**src/axi_mem_pkg.sv**
```systemverilog
package axi_mem_pkg;

    //----------------------------------------------------------------------
    // Bus widths
    //----------------------------------------------------------------------
    localparam int ADDR_WIDTH = 32;             // Byte address
    localparam int WORD_BYTES = 4;              // Bytes per memory word

    typedef logic [ADDR_WIDTH-1:0] addr_t;
    typedef logic [3:0]            len_t;       // Beats minus one
    typedef logic [31:0]           word_t;
    typedef logic [1:0]            resp_t;

    //----------------------------------------------------------------------
    // Encodings
    //----------------------------------------------------------------------
    localparam resp_t RESP_OKAY = 2'b00;

    // AXI3 burst type field
    typedef enum logic [1:0] {
        BURST_FIXED    = 2'b00,
        BURST_INCR     = 2'b01,
        BURST_WRAP     = 2'b10,
        BURST_RESERVED = 2'b11                  // Treated as FIXED
    } burst_e;

endpackage

```
**src/axi_cmd_fifo.sv**
```systemverilog
`timescale 1ns/1ps

module axi_cmd_fifo #(
    parameter int WIDTH = 8,
    parameter int DEPTH = 16                    // Power of two
) (
    input  logic             ACLK,
    input  logic             ARESETn,
    input  logic             push,
    input  logic [WIDTH-1:0] push_data,
    input  logic             pop,
    output logic [WIDTH-1:0] head,
    output logic             full,
    output logic             empty
);

    localparam int PW = $clog2(DEPTH);

    logic [WIDTH-1:0] store [DEPTH];
    logic [PW:0]      wr_ptr;                   // Top bit is the wrap flag
    logic [PW:0]      rd_ptr;
    logic             do_push;
    logic             do_pop;

    assign empty = (wr_ptr == rd_ptr);
    assign full  = (wr_ptr[PW] != rd_ptr[PW]) && (wr_ptr[PW-1:0] == rd_ptr[PW-1:0]);

    // Overflow and underflow requests are dropped
    assign do_push = push && !full;
    assign do_pop  = pop && !empty;

    assign head = store[rd_ptr[PW-1:0]];

    always_ff @(posedge ACLK) begin
        if (do_push) begin
            store[wr_ptr[PW-1:0]] <= push_data;
        end
    end

    always_ff @(posedge ACLK or negedge ARESETn) begin
        if (!ARESETn) begin
            wr_ptr <= '0;
            rd_ptr <= '0;
        end else begin
            if (do_push) begin
                wr_ptr <= wr_ptr + 1'b1;
            end
            if (do_pop) begin
                rd_ptr <= rd_ptr + 1'b1;
            end
        end
    end

endmodule

```
**src/axi_burst_addr.sv**
```systemverilog
`timescale 1ns/1ps

module axi_burst_addr #(
    parameter int DATA_WIDTH = 128
) (
    input  axi_mem_pkg::addr_t  addr,           // Start address of the burst
    input  axi_mem_pkg::len_t   len,
    input  axi_mem_pkg::burst_e burst,
    input  axi_mem_pkg::len_t   beat,           // Beat number within the burst
    output axi_mem_pkg::addr_t  beat_addr
);

    import axi_mem_pkg::*;

    localparam int LSB = $clog2(DATA_WIDTH / 8);    // Byte offset bits of a beat

    addr_t      aligned;
    logic [3:0] start_idx;
    logic [3:0] wrap_idx;
    logic       wrap_ok;

    assign aligned   = {addr[ADDR_WIDTH-1:LSB], {LSB{1'b0}}};
    assign start_idx = addr[LSB +: 4];

    // Window of len+1 beats, so len itself is the index mask
    assign wrap_ok  = (len == 4'd1) || (len == 4'd3) || (len == 4'd7) || (len == 4'd15);
    assign wrap_idx = (start_idx & ~len) | ((start_idx + beat) & len);

    always_comb begin
        case (burst)
            BURST_INCR: beat_addr = aligned + (addr_t'(beat) << LSB);
            BURST_WRAP: begin
                if (wrap_ok) begin
                    beat_addr = {addr[ADDR_WIDTH-1:LSB+4], wrap_idx, {LSB{1'b0}}};
                end else begin
                    beat_addr = aligned;        // Odd length falls back to FIXED
                end
            end
            default:    beat_addr = aligned;    // FIXED and reserved code
        endcase
    end

endmodule

```
**src/axi_write_channel.sv**
```systemverilog
`timescale 1ns/1ps

module axi_write_channel #(
    parameter int DATA_WIDTH = 128,
    parameter int ID_WIDTH   = 8,
    parameter int ACAPA      = 16
) (
    input  logic                    ACLK,
    input  logic                    ARESETn,
    input  logic                    wr_bus_hold,
    input  logic                    br_bus_hold,
    // Head of the write command queue
    input  logic                    cmd_empty,
    input  axi_mem_pkg::addr_t      cmd_addr,
    input  axi_mem_pkg::len_t       cmd_len,
    input  axi_mem_pkg::burst_e     cmd_burst,
    input  logic [ID_WIDTH-1:0]     cmd_id,
    output logic                    cmd_pop,
    // Memory write port
    output logic                    mem_wr_en,
    output axi_mem_pkg::addr_t      mem_wr_addr,
    output logic [DATA_WIDTH-1:0]   mem_wr_data,
    output logic [DATA_WIDTH/8-1:0] mem_wr_strb,
    // W channel
    input  logic                    wvalid,
    input  logic [DATA_WIDTH-1:0]   wdata,
    input  logic [DATA_WIDTH/8-1:0] wstrb,
    input  logic                    wlast,
    output logic                    wready,
    // B channel
    input  logic                    bready,
    output logic                    bvalid,
    output logic [ID_WIDTH-1:0]     bid,
    output axi_mem_pkg::resp_t      bresp
);

    import axi_mem_pkg::*;

    len_t beat_cnt;
    logic w_beat;
    logic rsp_full;
    logic rsp_empty;

    // No data accepted without an address or a free response slot
    assign wready  = !cmd_empty && !rsp_full && !wr_bus_hold;
    assign w_beat  = wvalid && wready;
    assign cmd_pop = w_beat && wlast;

    assign mem_wr_en   = w_beat;
    assign mem_wr_data = wdata;
    assign mem_wr_strb = wstrb;

    assign bvalid = !rsp_empty && !br_bus_hold;
    assign bresp  = RESP_OKAY;

    axi_burst_addr #(
        .DATA_WIDTH (DATA_WIDTH)
    ) u_wr_addr (
        .addr      (cmd_addr),
        .len       (cmd_len),
        .burst     (cmd_burst),
        .beat      (beat_cnt),
        .beat_addr (mem_wr_addr)
    );

    // IDs waiting for their response, in completion order
    axi_cmd_fifo #(
        .WIDTH (ID_WIDTH),
        .DEPTH (ACAPA)
    ) u_rsp_fifo (
        .ACLK      (ACLK),
        .ARESETn   (ARESETn),
        .push      (cmd_pop),
        .push_data (cmd_id),
        .pop       (bvalid && bready),
        .head      (bid),
        .full      (rsp_full),
        .empty     (rsp_empty)
    );

    always_ff @(posedge ACLK or negedge ARESETn) begin
        if (!ARESETn) begin
            beat_cnt <= '0;
        end else if (w_beat) begin
            if (wlast) begin
                beat_cnt <= '0;
            end else if (beat_cnt != cmd_len) begin
                beat_cnt <= beat_cnt + 1'b1;    // Saturates if wlast is late
            end
        end
    end

endmodule

```
**config.mk**
```make
export PLATFORM = sky130hd
export DESIGN_NAME = axi_write_channel
export DESIGN_NICKNAME = d
export VERILOG_FILES = /design/src/axi_mem_pkg.sv /design/src/axi_cmd_fifo.sv /design/src/axi_burst_addr.sv /design/src/axi_write_channel.sv
export SDC_FILE = /design/constraint.sdc
export NUM_CORES = 1
export LEC_CHECK = 0
export BUFFER_PORTS_ARGS = -buffer_cell sky130_fd_sc_hd__buf_2
export CAP_MARGIN = 20
export CORE_MARGIN = 2
export CORE_UTILIZATION = 35
export CTS_CLUSTER_DIAMETER = 120
export CTS_CLUSTER_SIZE = 30
export DETAILED_ROUTE_END_ITERATION = 6
export GPL_ROUTABILITY_DRIVEN = 0
export GPL_TIMING_DRIVEN = 0
export PLACE_DENSITY = 0.61
export SLEW_MARGIN = 0
export SYNTH_ARGS = -nofsm -noshare
export SYNTH_HDL_FRONTEND = slang
export SYNTH_HIERARCHICAL = 1
export SYNTH_SLANG_ARGS = --single-unit
export TNS_END_PERCENT = 10
```
**constraint.sdc**
```tcl
create_clock -name ACLK -period 7 [get_ports ACLK]
set_input_delay 1.05 -clock ACLK [delete_from_list [all_inputs] [get_ports ACLK]]
set_output_delay 1.05 -clock ACLK [all_outputs]
set_load 0.02 [all_outputs]
```
Word level (Yosys, flattened, before mapping)
Memories as Yosys holds them, arrays and structs flattened.
Index checks and enable logic that the tools add are counted.
- $add $sub $neg: 5
- $mul: 0
- divide/modulo/power cells: 0
- $lt $le $gt $ge: 0
- equal/unequal tests: 10
- shifts and indexed selects: 0
- multiplexer cells: 6
- bitwise gates (word level): 4
- reduce and logical (&&, ||, !) cells: 19
- operator list (kind ; number):
    case mux 32 bit (2 select lines) ; 1
    adder 32 x 8 -> 32 bit ; 1
    adder 5 x 1 -> 5 bit (second input constant) ; 2
    logical AND 1 bit ; 9
    bitwise AND 4 bit ; 2
    2-to-1 mux 4 bit ; 2
    2-to-1 mux 8 bit ; 1
    == test 5 bit ; 1
    zero test 1 bit ; 5
    adder 4 x 1 -> 4 bit (second input constant) ; 1
    adder 4 bit ; 1
    == test 4 x 1 -> 1 bit (second input constant) ; 1
    == test 4 x 2 -> 1 bit (second input constant) ; 1
    == test 4 x 3 -> 1 bit (second input constant) ; 1
    == test 4 bit ; 1
    == test 4 bit (second input constant) ; 1
    != test 4 bit ; 1
    inverter 4 bit ; 1
    bitwise OR 4 bit ; 1
    logical OR 1 bit ; 3
    == test 2 x 1 -> 1 bit (second input constant) ; 1
    == test 2 bit (second input constant) ; 1
    2-to-1 mux 1 bit ; 2
    AND reduction 2 bit ; 1
    other kinds (2) ; 2
- register bits: 14
- bits in latches: 0
- RAM bits: 128
- ROM bits: 0
- word-level logic and storage cells: 48
- memories: 1
- memories (memory ; depth ; width ; rd ports ; clocked after memory_dff ; write ports ; RTL line ; RTL):
    u_rsp_fifo.store ; 16 ; 8 ; 1 ; 0 ; 1 ; axi_cmd_fifo.sv:19 ; logic [WIDTH-1:0] store [DEPTH];

Logic depth before layout (Yosys ltp)
- word-level depth: 10
- mapped depth: 11

Hierarchy
Netlist, hierarchy kept.
- by module, submodules not included (module ; instances ; cells an instance ; area an instance (um^2) ; sequential area each (um^2)):
    axi_cmd_fifo ; 1 ; 277 ; 5590.4 ; 4093.9
    axi_write_channel ; 1 ; 182 ; 1432.6 ; 100.1
    axi_burst_addr ; 1 ; 182 ; 1124.8 ; 0.0

Worst setup path before layout
OpenSTA, ideal clock, no wires.
- path type: input -> output
- start: input cmd_addr[4]
- end: output mem_wr_addr[24]
- arrival: 3.094 ns
- required time: 5.950 ns
- slack: 2.856 ns
- stages: 7
- path buffers: 0
- path through: ha_1 > inv_1 > fa_1 > nand2b_1 > a21oi_1 > nand3_1 > o41ai_1
- longest elaborated chain between the ends: 2
- RTL lines (what ; RTL line ; RTL):
    start: declaration ; axi_write_channel.sv:14 ; input axi_mem_pkg::addr_t cmd_addr,
    adder 32 x 8 -> 32 bit ; axi_burst_addr.sv:31 ; BURST_INCR: beat_addr = aligned + (addr_t'(beat) << LSB);
    case mux 32 bit (2 select lines) ; axi_burst_addr.sv:30 ; case (burst)
    end: declaration ; axi_write_channel.sv:21 ; output axi_mem_pkg::addr_t mem_wr_addr,
No other way between the ends.

Worst setup path in the final report
- start: input cmd_addr[4]
- end: output mem_wr_addr[30]
Same word-level chain as after synthesis.

==> out/results.ini <==
[worst_setup_path]
crit_path_start_kind = input port
crit_start = cmd_addr[4]
path_class = in2out
r2r_start = u_rsp_fifo/wr_ptr[3]
cp_data_arrival_time_ns = 3.61
required_ns = 5.95
endpoint_kind = output port
cp_max_fo = 8

[global_route]
grt_max_degree = 17
grt_remaining_overflow = 0
grt_usage_pct = 22.75
antenna_found_initial = 23
grt_pass1_vias = 5706
grt_pass1_wl_um = 38530

[drt]
drt_iter0_drc = 410
dr_wl_met2_um = 12070
vias_per_cell = 4.953
drc = 0
routedWlPerCell_um = 22.75
antenna_left = 0
drt-pass1-iter-count = 5
met1_length_um = 11560
top_layer = met5
wirelength_um = 28350
num_vias = 6172
wl_met3_um = 4195

[synth]
ys_ff_latch = 142
synth_cell_types = 64
syn_avg_cell_area_um2 = 12.71
ys.flop_type = edfxtp_1
yosys_warnings = 6
syn_inst = 641
yosysSeqAreaShare_pct = 51.47
synthesis.area_mm2 = 0.008148
synth-async-reset-ratio_pct = 9.859
synth_edf_count = 128

[final_layout]
area_growth_syn_to_layout_pct = 28.36
nNetsFinal = 1121
fillers = 2113
multi_input_area_mm2 = 0.002644
final_cell_mix = buf_2, buf_4, edfxtp_1
mostFrequentLayoutCell = buf_2
regArea_mm2 = 0.004194
drive_gt1_share_pct = 52.55

[sta]
slew_headroom_pct = 43.50
fmax_mhz = 214.5
worst_slew_pin_slew_ns = 0.8444
hold_viol = 0
maxSlewViolCount = 0
tns_ns = 0
setup_viol = 0
rsz0062_at_grt = false
clock_skew_ns = 0.006768
period_share_pct = 66.61
final.min_clock_period_ns = 4.663

[power_and_ir_drop]
power_density_mw_per_mm2 = 293.1
total_leakage_power_nw = 4.385
power.total_mw = 3.066
ir_drop_v = 0.0002570

[placed_design]
port_buffers = 233
dp_hpwl_um = 23360

[cts]
clk-insertion-delay-late_ns = 0.42
clockBufferDepth = 2
ctsHoldBuffers = 0
htree_levels = 4
cts.reportedPaths.clkPinSlew_ns = 0.06
cts_resized = 0
postCtsSetupRepairBufs = 0
cts_tree = done
root_buffer = clkbuf_16
cts_buffers = 17
cts_sinks = 142

[die]
core_region_area_mm2 = 0.02278
start_util_pct = 35.77
rows = 55
die-area_mm2 = 0.02452
io_pins = 388
die_w_um = 156.6
die_h_um = 156.6

[run_status]
status = complete, no violations

[min_path]
hp-class = in2async

[run]
max_cap_violations = 0

-- area by class of cell --
class / count / share of cell area (%)
flip-flops and latches: 142 / 40.10
inverters: 16 / 0.5742
clock inverters: 15 / 1.783
diodes: 10 / 0.2393
repair buffers: 246 / 11.94
well taps: 313 / 3.744
multi-input cells: 312 / 25.28
clock buffers: 17 / 4.067
plain buffers: 175 / 12.27
-- synthesized netlist by cell type (all sizes together), types with 5 or more instances --
cell / n / area share (%)
and3: 6 / 0.46
mux2: 7 / 1.1
nand2: 41 / 1.9
clkbuf: 11 / 0.51
edfxtp: 128 / 47
dfrtp: 14 / 4.3
nor3: 15 / 0.98
nand4: 6 / 0.46
ha: 12 / 1.8
xnor2: 13 / 1.4
buf: 164 / 15
xor2: 6 / 0.64
o311ai: 5 / 0.54
or4: 6 / 0.55
nand3: 15 / 1.1
a21oi: 9 / 0.60
mux4: 32 / 9.2
a22oi: 16 / 1.5
inv: 16 / 0.74
o21ai: 17 / 1.1
nor2: 21 / 1.0
o211ai: 11 / 1.0
nand2b: 6 / 0.46
nor4: 11 / 1.0
-- per-layer routing --
metal | GRT usage [%] | vias to the layer above
met5 | 0 | -
met4 | 4.849 | 26
met3 | 15.29 | 51
met2 | 32.77 | 312
met1 | 28.34 | 2981
li1 | - | 2802
-- registers in the layout (all words and copies together) (netlist names) --
signal / flops
u_rsp_fifo/wr_ptr: 5
u_rsp_fifo/rd_ptr: 5
u_rsp_fifo/store: 128
beat_cnt: 4
-- where the power goes --
group          total [mW]  internal [mW]  switching [mW]
clock network       0.918          0.565           0.353
registers            1.01          0.964          0.0418
logic                1.14          0.490           0.652
total                3.07           2.02            1.05
-- stage by stage --
| step | hold slack, ns | std cells | area, µm² | utilization [%] | setup slack (ns) |
|---|---|---|---|---|---|
| after floorplan | 0.5333 | 645 | 8163 | - | 2.856 |
| after global placement | 0.5651 | 1191 | 9721 | 42.68 | 2.458 |
| after detailed placement | 0.5927 | 1204 | 9822 | 43.12 | 2.435 |
| after CTS | 0.5332 | 1236 | 10430 | 45.81 | 2.421 |
| after global routing | 0.5538 | 1236 | 10430 | 45.81 | 2.127 |
| final | 0.5344 | 1246 | 10460 | 45.92 | 2.337 |
-- worst max-delay path, stage by stage --
cell,delay (ns)
buf_2,0.09
ha_1,0.19
inv_1,0.07
fa_1,0.39
nand2b_1,0.18
a21oi_1,0.42
nand3_1,0.38
or4_1,0.56
o211ai_1,0.10
buf_2,0.19
-- logic make-up (layout without fill, tap and decap cells) --
family                     Yosys count  count (layout)  share of synthesized area, %
buffers and inverters              191             469                         16.49
DFF                                142             142                         51.47
muxes                               42              42                         10.64
AOI/OAI and AO/OA                   85              85                         7.509
xor gates and xnor gates            19              19                         2.042
other                                2              16                       0.09217
and+or+nand+nor                    147             147                         9.659
adders and majority gates           13              13                         2.088
-- worst paths after layout --
check                           slack (ns)                 endpoint  depth (start not counted)
worst max-delay path                  2.34          mem_wr_addr[30]                         10
worst min-delay path                  0.53              beat_cnt[3]                          1
worst max register to register        3.63  u_rsp_fifo/store[11][7]                         11
worst min register to register        0.60     u_rsp_fifo/rd_ptr[4]                          2
max in group asynchronous             6.20     u_rsp_fifo/wr_ptr[2]                          1
min in group ACLK                     0.60     u_rsp_fifo/rd_ptr[4]                          2
(Power assumes the default switching activity.)
