File: src/axi_cmd_fifo.sv
`timescale 1ns/1ps

module axi_cmd_fifo #(
    parameter int WIDTH = 8,
    parameter int DEPTH = 16                    // Power of two
) (
    input  logic             ACLK,
    input  logic             ARESETn,
    input  logic             push,
    input  logic [WIDTH-1:0] push_data,
    input  logic             pop,
    output logic [WIDTH-1:0] head,
    output logic             full,
    output logic             empty
);

    localparam int PW = $clog2(DEPTH);

    logic [WIDTH-1:0] store [DEPTH];
    logic [PW:0]      wr_ptr;                   // Top bit is the wrap flag
    logic [PW:0]      rd_ptr;
    logic             do_push;
    logic             do_pop;

    assign empty = (wr_ptr == rd_ptr);
    assign full  = (wr_ptr[PW] != rd_ptr[PW]) && (wr_ptr[PW-1:0] == rd_ptr[PW-1:0]);

    // Overflow and underflow requests are dropped
    assign do_push = push && !full;
    assign do_pop  = pop && !empty;

    assign head = store[rd_ptr[PW-1:0]];

    always_ff @(posedge ACLK) begin
        if (do_push) begin
            store[wr_ptr[PW-1:0]] <= push_data;
        end
    end

    always_ff @(posedge ACLK or negedge ARESETn) begin
        if (!ARESETn) begin
            wr_ptr <= '0;
            rd_ptr <= '0;
        end else begin
            if (do_push) begin
                wr_ptr <= wr_ptr + 1'b1;
            end
            if (do_pop) begin
                rd_ptr <= rd_ptr + 1'b1;
            end
        end
    end

endmodule

File: config.mk
export PLATFORM = sky130hd
export DESIGN_NAME = axi_cmd_fifo
export DESIGN_NICKNAME = d
export VERILOG_FILES = /design/src/axi_cmd_fifo.sv
export SDC_FILE = /design/constraint.sdc
export NUM_CORES = 1
export LEC_CHECK = 0
export BUFFER_PORTS_ARGS = -buffer_cell sky130_fd_sc_hd__buf_2
export CORE_MARGIN = 3
export CORE_UTILIZATION = 53
export DETAILED_ROUTE_END_ITERATION = 10
export PLACE_DENSITY_LB_ADDON = 0.25
export SLEW_MARGIN = 20
export SYNTH_ARGS = -nofsm -noshare
export SYNTH_HDL_FRONTEND = slang
export SYNTH_SLANG_ARGS = --single-unit
File: constraint.sdc
create_clock -name ACLK -period 6.8 [get_ports ACLK]
set_input_delay 1.36 -clock ACLK [delete_from_list [all_inputs] [get_ports ACLK]]
set_output_delay 1.36 -clock ACLK [all_outputs]
set_load 0.005 [all_outputs]
# Yosys cells after proc, flatten, opt, wreduce, memory -nomap -nowiden
# Memories as Yosys holds them, arrays and structs flattened.
# Index checks and enable logic that the tools add are counted.
# totals
memories	1
word_cells	15
ff_bits	10
mem_bits_rw	128
input_bits	12
out_inout_bits	10
# memory_table
memory	depth	width	read_ports	rd_clocked_by_memory_dff	write_ports	line	source
store	16	8	1	0	1	19	logic [WIDTH-1:0] store [DEPTH];
# op_classes
eq_ne	3
add_sub_neg	2
muxes	2
n_reduce_logical	5
# ops
op	n
5-bit by 1-bit adder with 5-bit output (second input constant)	2
5-bit equality test	1
4-bit equality test	1
1-bit logical AND	3
1-bit zero test	2
1-bit 2-to-1 mux	2
1-bit inequality test	1

# Depth between registers and ports, before layout
# Gate-level depths: netlist of the first run.
# depth
word_depth	6
mapped_depth	7
mapped_depth_nobuf	4

# Least setup slack after synthesis of the first run
# Ideal clock, no wire load.
# synth_path
path_kind	flip-flop to output port
start	reg rd_ptr[1]
end	out head[1]
arrival_time_ps	1470
path_stages_with_launch	6
required_time_ps	5440
setup_slack_ps	3970
n_path_buf	2
cell_sequence	dfrtp_1 > buf_6 > buf_2 > mux4_2 > a22oi_1 > nand2_1
# synth_between
elab_chain_len	1
# synth_rtl
element	line	source
start: declaration	21	logic [PW:0] rd_ptr;
start signal: assignment	49	rd_ptr <= rd_ptr + 1'b1;
memory read 16 x 8 bit	--	
end: declaration	12	output logic [WIDTH-1:0] head,
# No other way between the ends.

# Worst setup path in the final report of the first run
# layout_path
start	reg rd_ptr[1]
end	out full
# layout_between
elab_chain_len	2
# layout_rtl
element	line	source
4-bit equality test	26	assign full = (wr_ptr[PW] != rd_ptr[PW]) && (wr_ptr[PW-1:0] == rd_ptr[PW-1:0]);
1-bit logical AND	26	
end: declaration	13	output logic full,
# No other way between the ends.

==> qor.csv, run 1 <==
stage;metric;value;unit
final_layout;diodes;0;
power_and_ir_drop;intPower;0.001961;W
synth;synth_edf_count;128;
clock_tree;clockBufferDepth;2;
final_layout;drive_gt1_frac;0.3188;
critical_path;criticalPathCategory;register to output pin;
grt;gr-total-overflow;0;
route;drtIter0Drc;179;
min_path;hold_path_class;register to register;
critical_path;start_kind;register;
route;drt-pass1-iter-count;4;
final_layout;fin_nets;324;
route;num_vias;2685;
synth;synthCells;277;
synth;yosysSeqAreaShare;0.7323;
critical_path;r2r_setup_slack;3.71;ns
placed_design;place_inst;421;
min_path;hp-start;rd_ptr[4]$_DFFE_PN0P_;
clock_tree;cts_tree;built;
final_layout;final_cell_mix;128 x edfxtp_1, 25 x mux4_2, 21 x buf_2, 16 x a22oi_1, 16 x clkbuf_16;
grt;grt_max_degree;36;
floorplanning;die_y;108.7;um
clock_tree;cts_resized;0;
route;viasPerCell;5.927;
floorplanning;row_count;36;
route;routedWlPerCell;23.30;um
clock_tree;clkSlewWorstSetupHoldPaths;0.06;ns
clock_tree;ctsHoldBuffers;0;
clock_tree;clockRootBuffer;clkbuf_8;
power_and_ir_drop;power.share.switching;0.3058;
grt;grt_usage;0.1973;
final_layout;area_delta_synth_final;15.42;%
placed_design;place.port_buffers;21;
synth;ys_ff_latch;138;
synth;synth_warnings;0;
power_and_ir_drop;power_leakage;2.155;nW
timing;hold_viol;0;
critical_path;r2r_start;rd_ptr[1]$_DFFE_PN0P_;
timing;setup_viol;0;
status;status;finished clean;
min_path;min_path_cells;2;
critical_path;arrival;3.19;ns
power_and_ir_drop;vdd_drop_max;0.1936;mV
grt;antenna_found_initial;0;
timing;period_minus_slack;4.545;ns
timing;skew;0.006691;ns
synth;synthFlopType;edfxtp_1;
floorplanning;start_util;0.5591;
floorplanning;dieWidth;108.7;um
power_and_ir_drop;p_comb_frac;0.270;
timing;final.period_utilization;0.6684;
timing;finalMaxSlewViolations;0;
power_and_ir_drop;p_sw;0.0008639;W
timing;max-slew-margin-rel;0.3831;
flow_run;cap_violations;0;
floorplanning;fp.coreArea;0.01000;mm2
synth;yosysUniqueCellTypes;35;
clock_tree;cts.sinks;138;
synth;netlist_area;0.005590;mm2
placed_design;dp_hpwl;6.221;mm
grt;grt_pass1_wl;16.30;mm
grt;grt_pass1_vias;2734;
timing;max_freq;220.0;MHz
power_and_ir_drop;p_seq_frac;0.401;
floorplanning;pin_count;22;
synth;syn_avg_cell_area;20.18;um2
timing;fin_tns_setup;0;ns
critical_path;end_kind;output pin;
critical_path;crit_fanout;24;
floorplanning;die_area;0.01182;mm2
timing;tightest_slew;0.9204;ns
clock_tree;postCtsSetupBuffers;0;
timing;hold_ws;0.5930;ns
route;ant_nets;0;
power_and_ir_drop;p_clk_frac;0.328;
power_and_ir_drop;powerDensity;437.8;mW/mm2
synth;syn_nets;294;
clock_tree;clk-insertion-delay-late;0.50;ns
synth;ys_async_sr_fraction;0.07246;
placed_design;place_congestion;0.7317;
final_layout;final_common_cell;edfxtp_1;
critical_path;regToRegEndpoint;store[6][2]$_DFFE_PP_;
route;routed_wl;10.56;mm
route;drc;0;
min_path;worstHoldEndpoint;rd_ptr[4]$_DFFE_PN0P_;
critical_path;required;5.44;ns
final_layout;final_cells;453;
critical_path;reg2reg_depth;5;
timing;rsz0062_at_grt;false;
clock_tree;cts-buffers-inserted;17;
clock_tree;htreeDepth;4;
## cell families after synthesis
logic type               after synthesis  share of synthesized area
XOR/XNOR                              12                    0.01880
multiplexers                          35                     0.1403
buffers and inverters                 18                    0.02328
AND/OR/NAND/NOR                       44                    0.03805
flip-flops                           138                     0.7323
AO/OA/AOI/OAI                         25                    0.03603
adder cells (fa/ha/maj)                5                    0.01119
## power by group through the flow
stage	clock, W	sequential (W)	combinational [W]
after floorplan	0	0.00109	0.000624
after global placement	0	0.00114	0.000760
after detailed placement	0	0.00115	0.000773
after CTS	0.000941	0.00113	0.000778
after global routing	0.000976	0.00115	0.000836
final	0.000927	0.00113	0.000764
## worst max path at each step
stage | from | endpoint | depth (start not counted)
5_1_grt | rd_ptr[1]$_DFFE_PN0P_ | full | 5
3_3_place_gp | rd_ptr[1]$_DFFE_PN0P_ | full | 5
3_5_place_dp | rd_ptr[1]$_DFFE_PN0P_ | full | 5
2_1_floorplan | rd_ptr[1]$_DFFE_PN0P_ | head[1] | 5
4_1_cts | rd_ptr[1]$_DFFE_PN0P_ | full | 5
6_report | rd_ptr[1]$_DFFE_PN0P_ | full | 5
## synth_stat cells, types with 2 or more instances
master,instances,share of area
edfxtp_1,128,0.69
mux4_2,25,0.10
a22oi_1,16,0.021
nand2_1,14,0.0094
xnor2_1,11,0.017
dfrtp_1,10,0.045
nor3_1,10,0.0090
mux4_1,7,0.033
nor2_1,6,0.0040
buf_6,5,0.010
ha_1,5,0.011
buf_2,4,0.0036
clkbuf_1,4,0.0027
nor4_1,3,0.0034
o211ai_1,3,0.0040
and2_1,2,0.0022
and3_1,2,0.0022
inv_1,2,0.0013
nand2b_1,2,0.0022
nand4_1,2,0.0022
nor2b_1,2,0.0022
## state kept, by name (all words and copies together) (netlist names)
register / flops
rd_ptr: 5
store: 128
wr_ptr: 5
## critical path, cell delays in order (launching register included)
cell and delay (ns):
dfrtp_2 0.60, buf_4 0.48, xnor2_1 0.17, nand4_1 0.42, nor2_2 0.76, buf_2 0.24
## per-stage QoR
step	area [um2]	worst slack, ns	util	total power, W
after global placement	5849	2.805	0.5850	0.001904
after global routing	6452	1.941	0.6453	0.002960
final	6452	2.255	0.6453	0.002825
after CTS	6452	2.201	0.6453	0.002852
after detailed placement	5849	2.760	0.5850	0.001922
after floorplan	5590	3.970	-	0.001713
## layout make-up
| type | count | area (um2) |
|---|---|---|
| fill | 701 | 3547 |
| sequential | 138 | 4095 |
| clock buffer | 18 | 417.9 |
| timing repair buffer | 27 | 150.1 |
| tap | 133 | 166.4 |
| inverter | 2 | 7.507 |
| clock inverter | 14 | 185.2 |
| multi-input combinational | 121 | 1430 |
## layer usage
metal	GRT usage	up-vias	wire [um]
li1	-	1201	-
met1	0.2911	1378	4613
met2	0.2983	94	5089
met3	0.04144	12	714
met4	0.06673	0	139
met5	0	-	0
(Power assumes the default switching activity.)
==> run 2: changes to the inputs <==
--- a/config.mk
+++ b/config.mk
@@ -5,6 +5,7 @@
 export SDC_FILE = /design/constraint.sdc
 export NUM_CORES = 1
 export LEC_CHECK = 0
+export ABC_AREA = 1
 export BUFFER_PORTS_ARGS = -buffer_cell sky130_fd_sc_hd__buf_2
 export CORE_MARGIN = 3
 export CORE_UTILIZATION = 53
==> constraint.sdc (replaced) <==
create_clock -name ACLK -period 3.8 [get_ports ACLK]
set_input_delay 0.76 -clock ACLK [delete_from_list [all_inputs] [get_ports ACLK]]
set_output_delay 0.76 -clock ACLK [all_outputs]
set_load 0.005 [all_outputs]
==> qor.csv, run 2 <==
stage;metric;value;unit;change
timing;setup_viol;0;;unchanged
clock_tree;htreeDepth;4;;unchanged
critical_path;arrival;2.39;ns;-0.80 ns
timing;fin_tns_setup;0;ns;unchanged
route;drtIter0Drc;493;;+180%
grt;grtUsageMet3;0.04130;;-0.0001403
placed_design;place.port_buffers;21;;unchanged
synth;synth_edf_count;128;;unchanged
route;viasPerCell;5.486;;-7.4%
power_and_ir_drop;vdd_drop_max;0.9766;mV;+400%
floorplanning;pin_count;22;;unchanged
floorplanning;dieWidth;111.8;um;+2.8%
synth;syn_nets;576;;+96%
final_layout;fin_nets;595;;+84%
synth;syn_avg_cell_area;10.60;um2;-47%
floorplanning;die_y;111.8;um;+2.8%
placed_design;dp_hpwl;7.769;mm;+25%
grt;grt_usage;0.2146;;+0.01732
grt;gr-total-overflow;0;;unchanged
clock_tree;clk-insertion-delay-late;0.52;ns;+0.02 ns
final_layout;num-fill-cells;824;;+18%
clock_tree;cts_tree;built;;
synth;ys_async_sr_fraction;0.07246;;unchanged
power_and_ir_drop;power_leakage;2.621;nW;+22%
critical_path;crit_fanout;54;;+130%
synth;synth_area_leaders;edfxtp_1 65%, nand2_1 9.8%, nor2_1 6.8%;;
synth;synth_warnings;0;;unchanged
clock_tree;cts-buffers-inserted;17;;unchanged
timing;max_freq;317.4;MHz;
synth;netlist_area;0.005928;mm2;+6.0%
final_layout;final_cell_mix;154 x nand2_1, 128 x edfxtp_1, 108 x nor2_1, 49 x o21ai_0, 36 x nand3_1;;
timing;period_minus_slack;3.151;ns;
critical_path;path_buf_inv;3;;+1
timing;max-slew-margin-rel;0.4509;;+0.06786
placed_design;dpl_worst_slack;1.184;ns;-1.576 ns
route;drt-pass1-iter-count;6;;+2
critical_path;slowest_stage;inv_2;;
clock_tree;clockRootBuffer;clkbuf_8;;
clock_tree;clkSlewWorstSetupHoldPaths;0.06;ns;about the same
critical_path;cpMostUsedCell;nand2_1;;
critical_path;r2r_setup_slack;1.22;ns;-2.49 ns
critical_path;criticalPathCategory;register to output pin;;
power_and_ir_drop;p_sw;0.001896;W;+120%
clock_tree;cts_resized;0;;unchanged
clock_tree;cts.sinks;138;;unchanged
synth;synthCells;559;;+100%
clock_tree;ctsHoldBuffers;0;;unchanged
final_layout;final_util;0.6354;;-0.009840
synth;yosysMostFrequentCell;nand2_1;;
synth;synth_commonest_cells;154 x nand2_1, 128 x edfxtp_1, 108 x nor2_1;;
status;status;finished clean;;
floorplanning;row_count;37;;+2.8%
critical_path;slowest_delay;0.60;ns;-0.16 ns
final_layout;diodes;0;;unchanged
final_layout;area_delta_synth_final;13.63;%;
timing;skew;0.006534;ns;-0.0001565 ns
synth;synthFlopType;edfxtp_1;;
route;num_vias;3983;;+48%
grt;grt_pass1_vias;3833;;+40%
timing;tightest_slew;0.8224;ns;-0.09797 ns
floorplanning;start_util;0.5592;;about the same
power_and_ir_drop;power.share.switching;0.3515;;+0.04565
floorplanning;die_area;0.01249;mm2;+5.7%
grt;busiest_layer;met2;;
synth;yosysTopAreaCellShare;0.6484;;-0.03918
grt;use_met1;0.3094;;+0.01829
route;drc;0;;unchanged
synth;yosysUniqueCellTypes;23;;-34%
power_and_ir_drop;p_clk_frac;0.327;;about the same
final_layout;largest_register_ffs;128;;unchanged
min_path;hold_path_class;input port to asynchronous set/reset pin;;
route;routed_wl;12.89;mm;+22%
critical_path;path_cells;inv_2 -> buf_4 -> nand2_1 -> nand2_1 -> nand2_1 -> nand3_1 -> nand3_1 -> nand2_1 -> buf_2;;
grt;antenna_found_initial;0;;unchanged
critical_path;required;3.04;ns;-2.40 ns
synth;yosysSeqAreaShare;0.6906;;-0.04173
clock_tree;postCtsSetupBuffers;0;;unchanged
grt;grt_pass1_wl;20.25;mm;+24%
clock_tree;clockBufferDepth;2;;unchanged
critical_path;start_kind;register;;
timing;rsz0062_at_grt;false;;
power_and_ir_drop;p_seq_frac;0.361;;-0.040
grt;grt_max_degree;69;;+92%
timing;finalMaxSlewViolations;0;;unchanged
power_and_ir_drop;intPower;0.003498;W;+78%
timing;worst_slack;0.6494;ns;-1.605 ns
final_layout;drive_gt1_frac;0.1102;;-0.2086
critical_path;end_kind;output pin;;
synth;yosys.area.top_type;edfxtp_1;;
power_and_ir_drop;powerDensity;800.8;mW/mm2;+83%
critical_path;crit_family;buffers and inverters;;
placed_design;place_congestion;0.8010;;+9.5%
floorplanning;fp.coreArea;0.01060;mm2;+6.0%
flow_run;cap_violations;0;;unchanged
route;ant_nets;0;;unchanged
timing;final.period_utilization;0.8291;;
synth;ys_ff_latch;138;;unchanged
power_and_ir_drop;p_comb_frac;0.312;;+0.042
final_layout;final_common_cell;nand2_1;;
grt;gr-usage-met2;0.3213;;+0.02302
route;routedWlPerCell;17.75;um;-24%
timing;hold_viol;0;;unchanged
## run 2: cell count changes after synthesis, moves of 4 or more
cell / before / now
o21ai_1: 1 / 7
nor3_1: 10 / 0
xnor2_1: 11 / 2
nand2_1: 14 / 154
nor2_1: 6 / 108
mux4_1: 7 / 0
buf_6: 5 / 1
a22oi_1: 16 / 0
o21ai_0: 1 / 49
buf_2: 4 / 13
nand3_1: 0 / 36
inv_1: 2 / 22
mux4_2: 25 / 0
## run 2: routing by layer
| metal | vias to the layer above | wire [um] |
|---|---|---|
| met4 | 0 | 246 |
| li1 | 1909 | - |
| met3 | 23 | 875 |
| met1 | 1900 | 5870 |
| met5 | - | 0 |
| met2 | 151 | 5898 |
## run 2: area by class of cell
type | instances | area (um2) | share of cell area
clock buffer | 17 | 414.1 | 0.06148
multi-input combinational | 370 | 1608 | 0.2387
clock inverter | 14 | 220.2 | 0.03269
sequential | 138 | 4095 | 0.6079
timing repair buffer | 24 | 127.6 | 0.01894
tap | 136 | 170.2 | 0.02526
inverter | 27 | 101.3 | 0.01504
## run 2: worst paths after layout
check                                 startpoint               endpoint  depth (start not counted)
min reg2reg                wr_ptr[4]$_DFFE_PN0P_  wr_ptr[4]$_DFFE_PN0P_                          2
max                        rd_ptr[0]$_DFFE_PN0P_                head[7]                          9
max reg2reg                rd_ptr[0]$_DFFE_PN0P_  store[4][7]$_DFFE_PP_                          7
min                                      ARESETn  rd_ptr[4]$_DFFE_PN0P_                          1
min in group ACLK          wr_ptr[4]$_DFFE_PN0P_  wr_ptr[4]$_DFFE_PN0P_                          2
max in group asynchronous                ARESETn  rd_ptr[0]$_DFFE_PN0P_                          1
## run 2: logic make-up after synthesis
kind of cell    Yosys count  share of synthesized area
fa+ha+maj                 5                    0.01055
compound gates           56                    0.04728
buf+inv                  51                    0.03820
flops                   138                     0.6906
simple gates            304                     0.2060
xor+xnor                  5                   0.007388
## run 2: per-stage QoR
step	total power [W]	instance area (um2)	hold slack, ns	std cells
after CTS	0.005413	6736	0.07647	726
after global routing	0.005724	6736	0.08941	726
final	0.005394	6736	0.09340	726
after floorplan	0.003167	5928	0.4644	559
after global placement	0.003619	6102	0.4984	695
after detailed placement	0.003651	6102	0.5068	695
## run 2: worst register-to-register path, cell delays in order (launching register included)
cell and delay (ns):
dfrtp_2 0.41, inv_2 0.60, nand2_1 0.12, nand2_1 0.11, nor2_2 0.06, nand3_4 0.13, nand2_4 0.15, nor2_1 0.64
## run 2: power by group through the flow
stage          clock network [W]  logic [W]  registers, W
5_1_grt                  0.00185    0.00191       0.00197
2_1_floorplan                  0    0.00123       0.00194
3_5_place_dp                   0    0.00167       0.00198
6_report                 0.00177    0.00168       0.00195
3_3_place_gp                   0    0.00165       0.00197
4_1_cts                  0.00178    0.00169       0.00195
==> run 3: changes to the inputs <==
--- a/config.mk
+++ b/config.mk
@@ -5,7 +5,7 @@
 export SDC_FILE = /design/constraint.sdc
 export NUM_CORES = 1
 export LEC_CHECK = 0
-export ABC_AREA = 1
+export ABC_AREA = 0
 export BUFFER_PORTS_ARGS = -buffer_cell sky130_fd_sc_hd__buf_2
 export CORE_MARGIN = 3
 export CORE_UTILIZATION = 53
==> constraint.sdc (replaced) <==
create_clock -name ACLK -period 3.3 [get_ports ACLK]
set_input_delay 0.66 -clock ACLK [delete_from_list [all_inputs] [get_ports ACLK]]
set_output_delay 0.66 -clock ACLK [all_outputs]
set_load 0.005 [all_outputs]
==> qor.csv, run 3 (synthesis results as in run 1) <==
stage;metric;value;unit;change
route;routedWlPerCell;22.54;um;+27%
timing;final.period_utilization;0.9361;;
timing;fin_tns_setup;0;ns;unchanged
critical_path;criticalPathCategory;register to output pin;;
grt;grt_pass1_wl;16.27;mm;-20%
route;drtIter0Drc;247;;-50%
power_and_ir_drop;vdd_drop_max;0.4258;mV;-56%
final_layout;largest_register_ffs;128;;unchanged
clock_tree;htreeDepth;4;;unchanged
grt;gr-total-overflow;0;;unchanged
power_and_ir_drop;p_clk_frac;0.300;;-0.027
critical_path;reg2reg_depth;5;;-2
critical_path;end_kind;output pin;;
placed_design;place_congestion;0.8088;;+0.97%
timing;hold_viol;0;;unchanged
floorplanning;row_count;36;;-2.7%
route;drt-pass1-iter-count;4;;-2
clock_tree;cts.sinks;138;;unchanged
grt;grt_pass1_vias;2755;;-28%
power_and_ir_drop;power_leakage;2.198;nW;-16%
route;drc;0;;unchanged
timing;period_minus_slack;3.089;ns;
grt;grt_max_degree;37;;-46%
clock_tree;cts_resized;0;;unchanged
floorplanning;dieWidth;108.7;um;-2.7%
placed_design;dp_hpwl;6.278;mm;-19%
critical_path;r2r_setup_slack;0.86;ns;-0.36 ns
clock_tree;postCtsSetupBuffers;0;;unchanged
placed_design;place.port_buffers;21;;unchanged
route;routed_wl;10.48;mm;-19%
route;ant_nets;0;;unchanged
timing;tightest_slew;0.9640;ns;+0.1416 ns
min_path;hold_path_class;input port to register;;
critical_path;cp.depth;5;;-4
clock_tree;cts_tree;built;;
critical_path;slowest_delay;0.55;ns;-0.05 ns
critical_path;path_cells;buf_12 -> xnor2_1 -> nand4_1 -> nor2_2 -> buf_2;;
timing;rsz0062_at_grt;false;;
power_and_ir_drop;p_seq_frac;0.405;;+0.044
clock_tree;cts-buffers-inserted;17;;unchanged
final_layout;register_area;0.004095;mm2;unchanged
clock_tree;ctsHoldBuffers;1;;+1
route;viasPerCell;5.830;;+6.3%
power_and_ir_drop;p_comb_frac;0.295;;-0.017
final_layout;area_delta_synth_final;15.47;%;
grt;grt_usage;0.1969;;-0.01763
clock_tree;clkSlewWorstSetupHoldPaths;0.06;ns;about the same
floorplanning;die_y;108.7;um;-2.7%
status;status;finished clean;;
critical_path;slowest_stage;nor2_2;;
final_layout;final_cell_mix;128 x edfxtp_1, 25 x mux4_2, 21 x buf_2, 17 x buf_4;;
final_layout;num-fill-cells;694;;-16%
clock_tree;clockRootBuffer;clkbuf_8;;
critical_path;crit_family;simple AND/OR/NAND/NOR gates;;
route;num_vias;2711;;-32%
timing;finalMaxSlewViolations;0;;unchanged
timing;skew;0.007967;ns;+0.001433 ns
power_and_ir_drop;power.share.switching;0.3061;;-0.04536
power_and_ir_drop;intPower;0.003918;W;+12%
grt;antenna_found_initial;0;;unchanged
flow_run;cap_violations;0;;unchanged
final_layout;drive_gt1_frac;0.3163;;+0.2061
critical_path;arrival;2.43;ns;+0.04 ns
final_layout;final_common_cell;edfxtp_1;;
floorplanning;start_util;0.5591;;about the same
floorplanning;fp.coreArea;0.01000;mm2;-5.7%
timing;setup_viol;0;;unchanged
critical_path;crit_fanout;36;;-33%
power_and_ir_drop;p_sw;0.001729;W;-8.8%
critical_path;start_kind;register;;
power_and_ir_drop;powerDensity;874.9;mW/mm2;+9.3%
timing;max-slew-margin-rel;0.3550;;-0.09595
min_path;min_path_cells;3;;
floorplanning;pin_count;22;;unchanged
clock_tree;clockBufferDepth;2;;unchanged
floorplanning;die_area;0.01182;mm2;-5.4%
final_layout;fin_nets;337;;-43%
clock_tree;clk-insertion-delay-late;0.51;ns;about the same
power_and_ir_drop;p_total;0.005647;W;+4.7%
timing;max_freq;323.7;MHz;
final_layout;multi_input_area;0.001385;mm2;-14%
final_layout;diodes;0;;unchanged
critical_path;path_buf_inv;2;;-1
critical_path;required;2.64;ns;-0.40 ns
-- run 3: cell types whose count changed in the layout (fill, tap and decap cells not counted), sizes merged, moves of 16 or more --
cell,change
nor2,-103
a22oi,+16
nand2,-142
o21ai,-53
inv,-24
mux4,+32
nand3,-38
-- run 3: layer usage --
layer	share of wire	GRT usage	up-vias
li1	-	-	1225
met1	0.43	0.2757	1407
met2	0.51	0.3067	69
met3	0.042	0.04500	10
met4	0.013	0.07484	0
met5	0	0	-
-- run 3: final cells by class --
| class | instances | share of cell area |
|---|---|---|
| inverter | 2 | 0.001163 |
| sequential | 138 | 0.6344 |
| timing repair buffer | 40 | 0.04071 |
| tap | 133 | 0.02578 |
| multi-input combinational | 121 | 0.2146 |
| clock inverter | 14 | 0.01919 |
| clock buffer | 17 | 0.06416 |
-- run 3: worst min-delay path, stage by stage --
cell and delay, ns:
buf_2 0.14, o21ai_2 0.09, xnor2_1 0.06
-- run 3: worst paths after layout --
path	start	endpoint
setup / recovery	rd_ptr[1]$_DFFE_PN0P_	full
hold / removal	push	wr_ptr[0]$_DFFE_PN0P_
setup reg to reg	rd_ptr[1]$_DFFE_PN0P_	store[15][6]$_DFFE_PP_
hold reg to reg	rd_ptr[4]$_DFFE_PN0P_	rd_ptr[4]$_DFFE_PN0P_
max in group asynchronous	ARESETn	rd_ptr[1]$_DFFE_PN0P_
min in group asynchronous	ARESETn	wr_ptr[4]$_DFFE_PN0P_
-- run 3: power groups by stage --
stage / combinational [W] / clock, W / sequential (W)
finish: 0.00167 / 0.00169 / 0.00229
global placement: 0.00165 / 0 / 0.00231
detailed placement: 0.00168 / 0 / 0.00232
floorplan: 0.00129 / 0 / 0.00224
global route: 0.00182 / 0.00179 / 0.00231
CTS: 0.00169 / 0.00172 / 0.00229
-- run 3: per-stage QoR --
step	utilization	setup slack [ns]	cells	area (um2)	hold WS, ns
2_1_floorplan	-	1.042	277	5590	0.3644
3_3_place_gp	0.5907	0.8202	433	5907	0.5357
3_5_place_dp	0.5907	0.7292	433	5907	0.5371
4_1_cts	0.6455	0.1655	465	6455	0.4585
5_1_grt	0.6455	0.01386	465	6455	0.4699
6_report	0.6455	0.2109	465	6455	0.4840
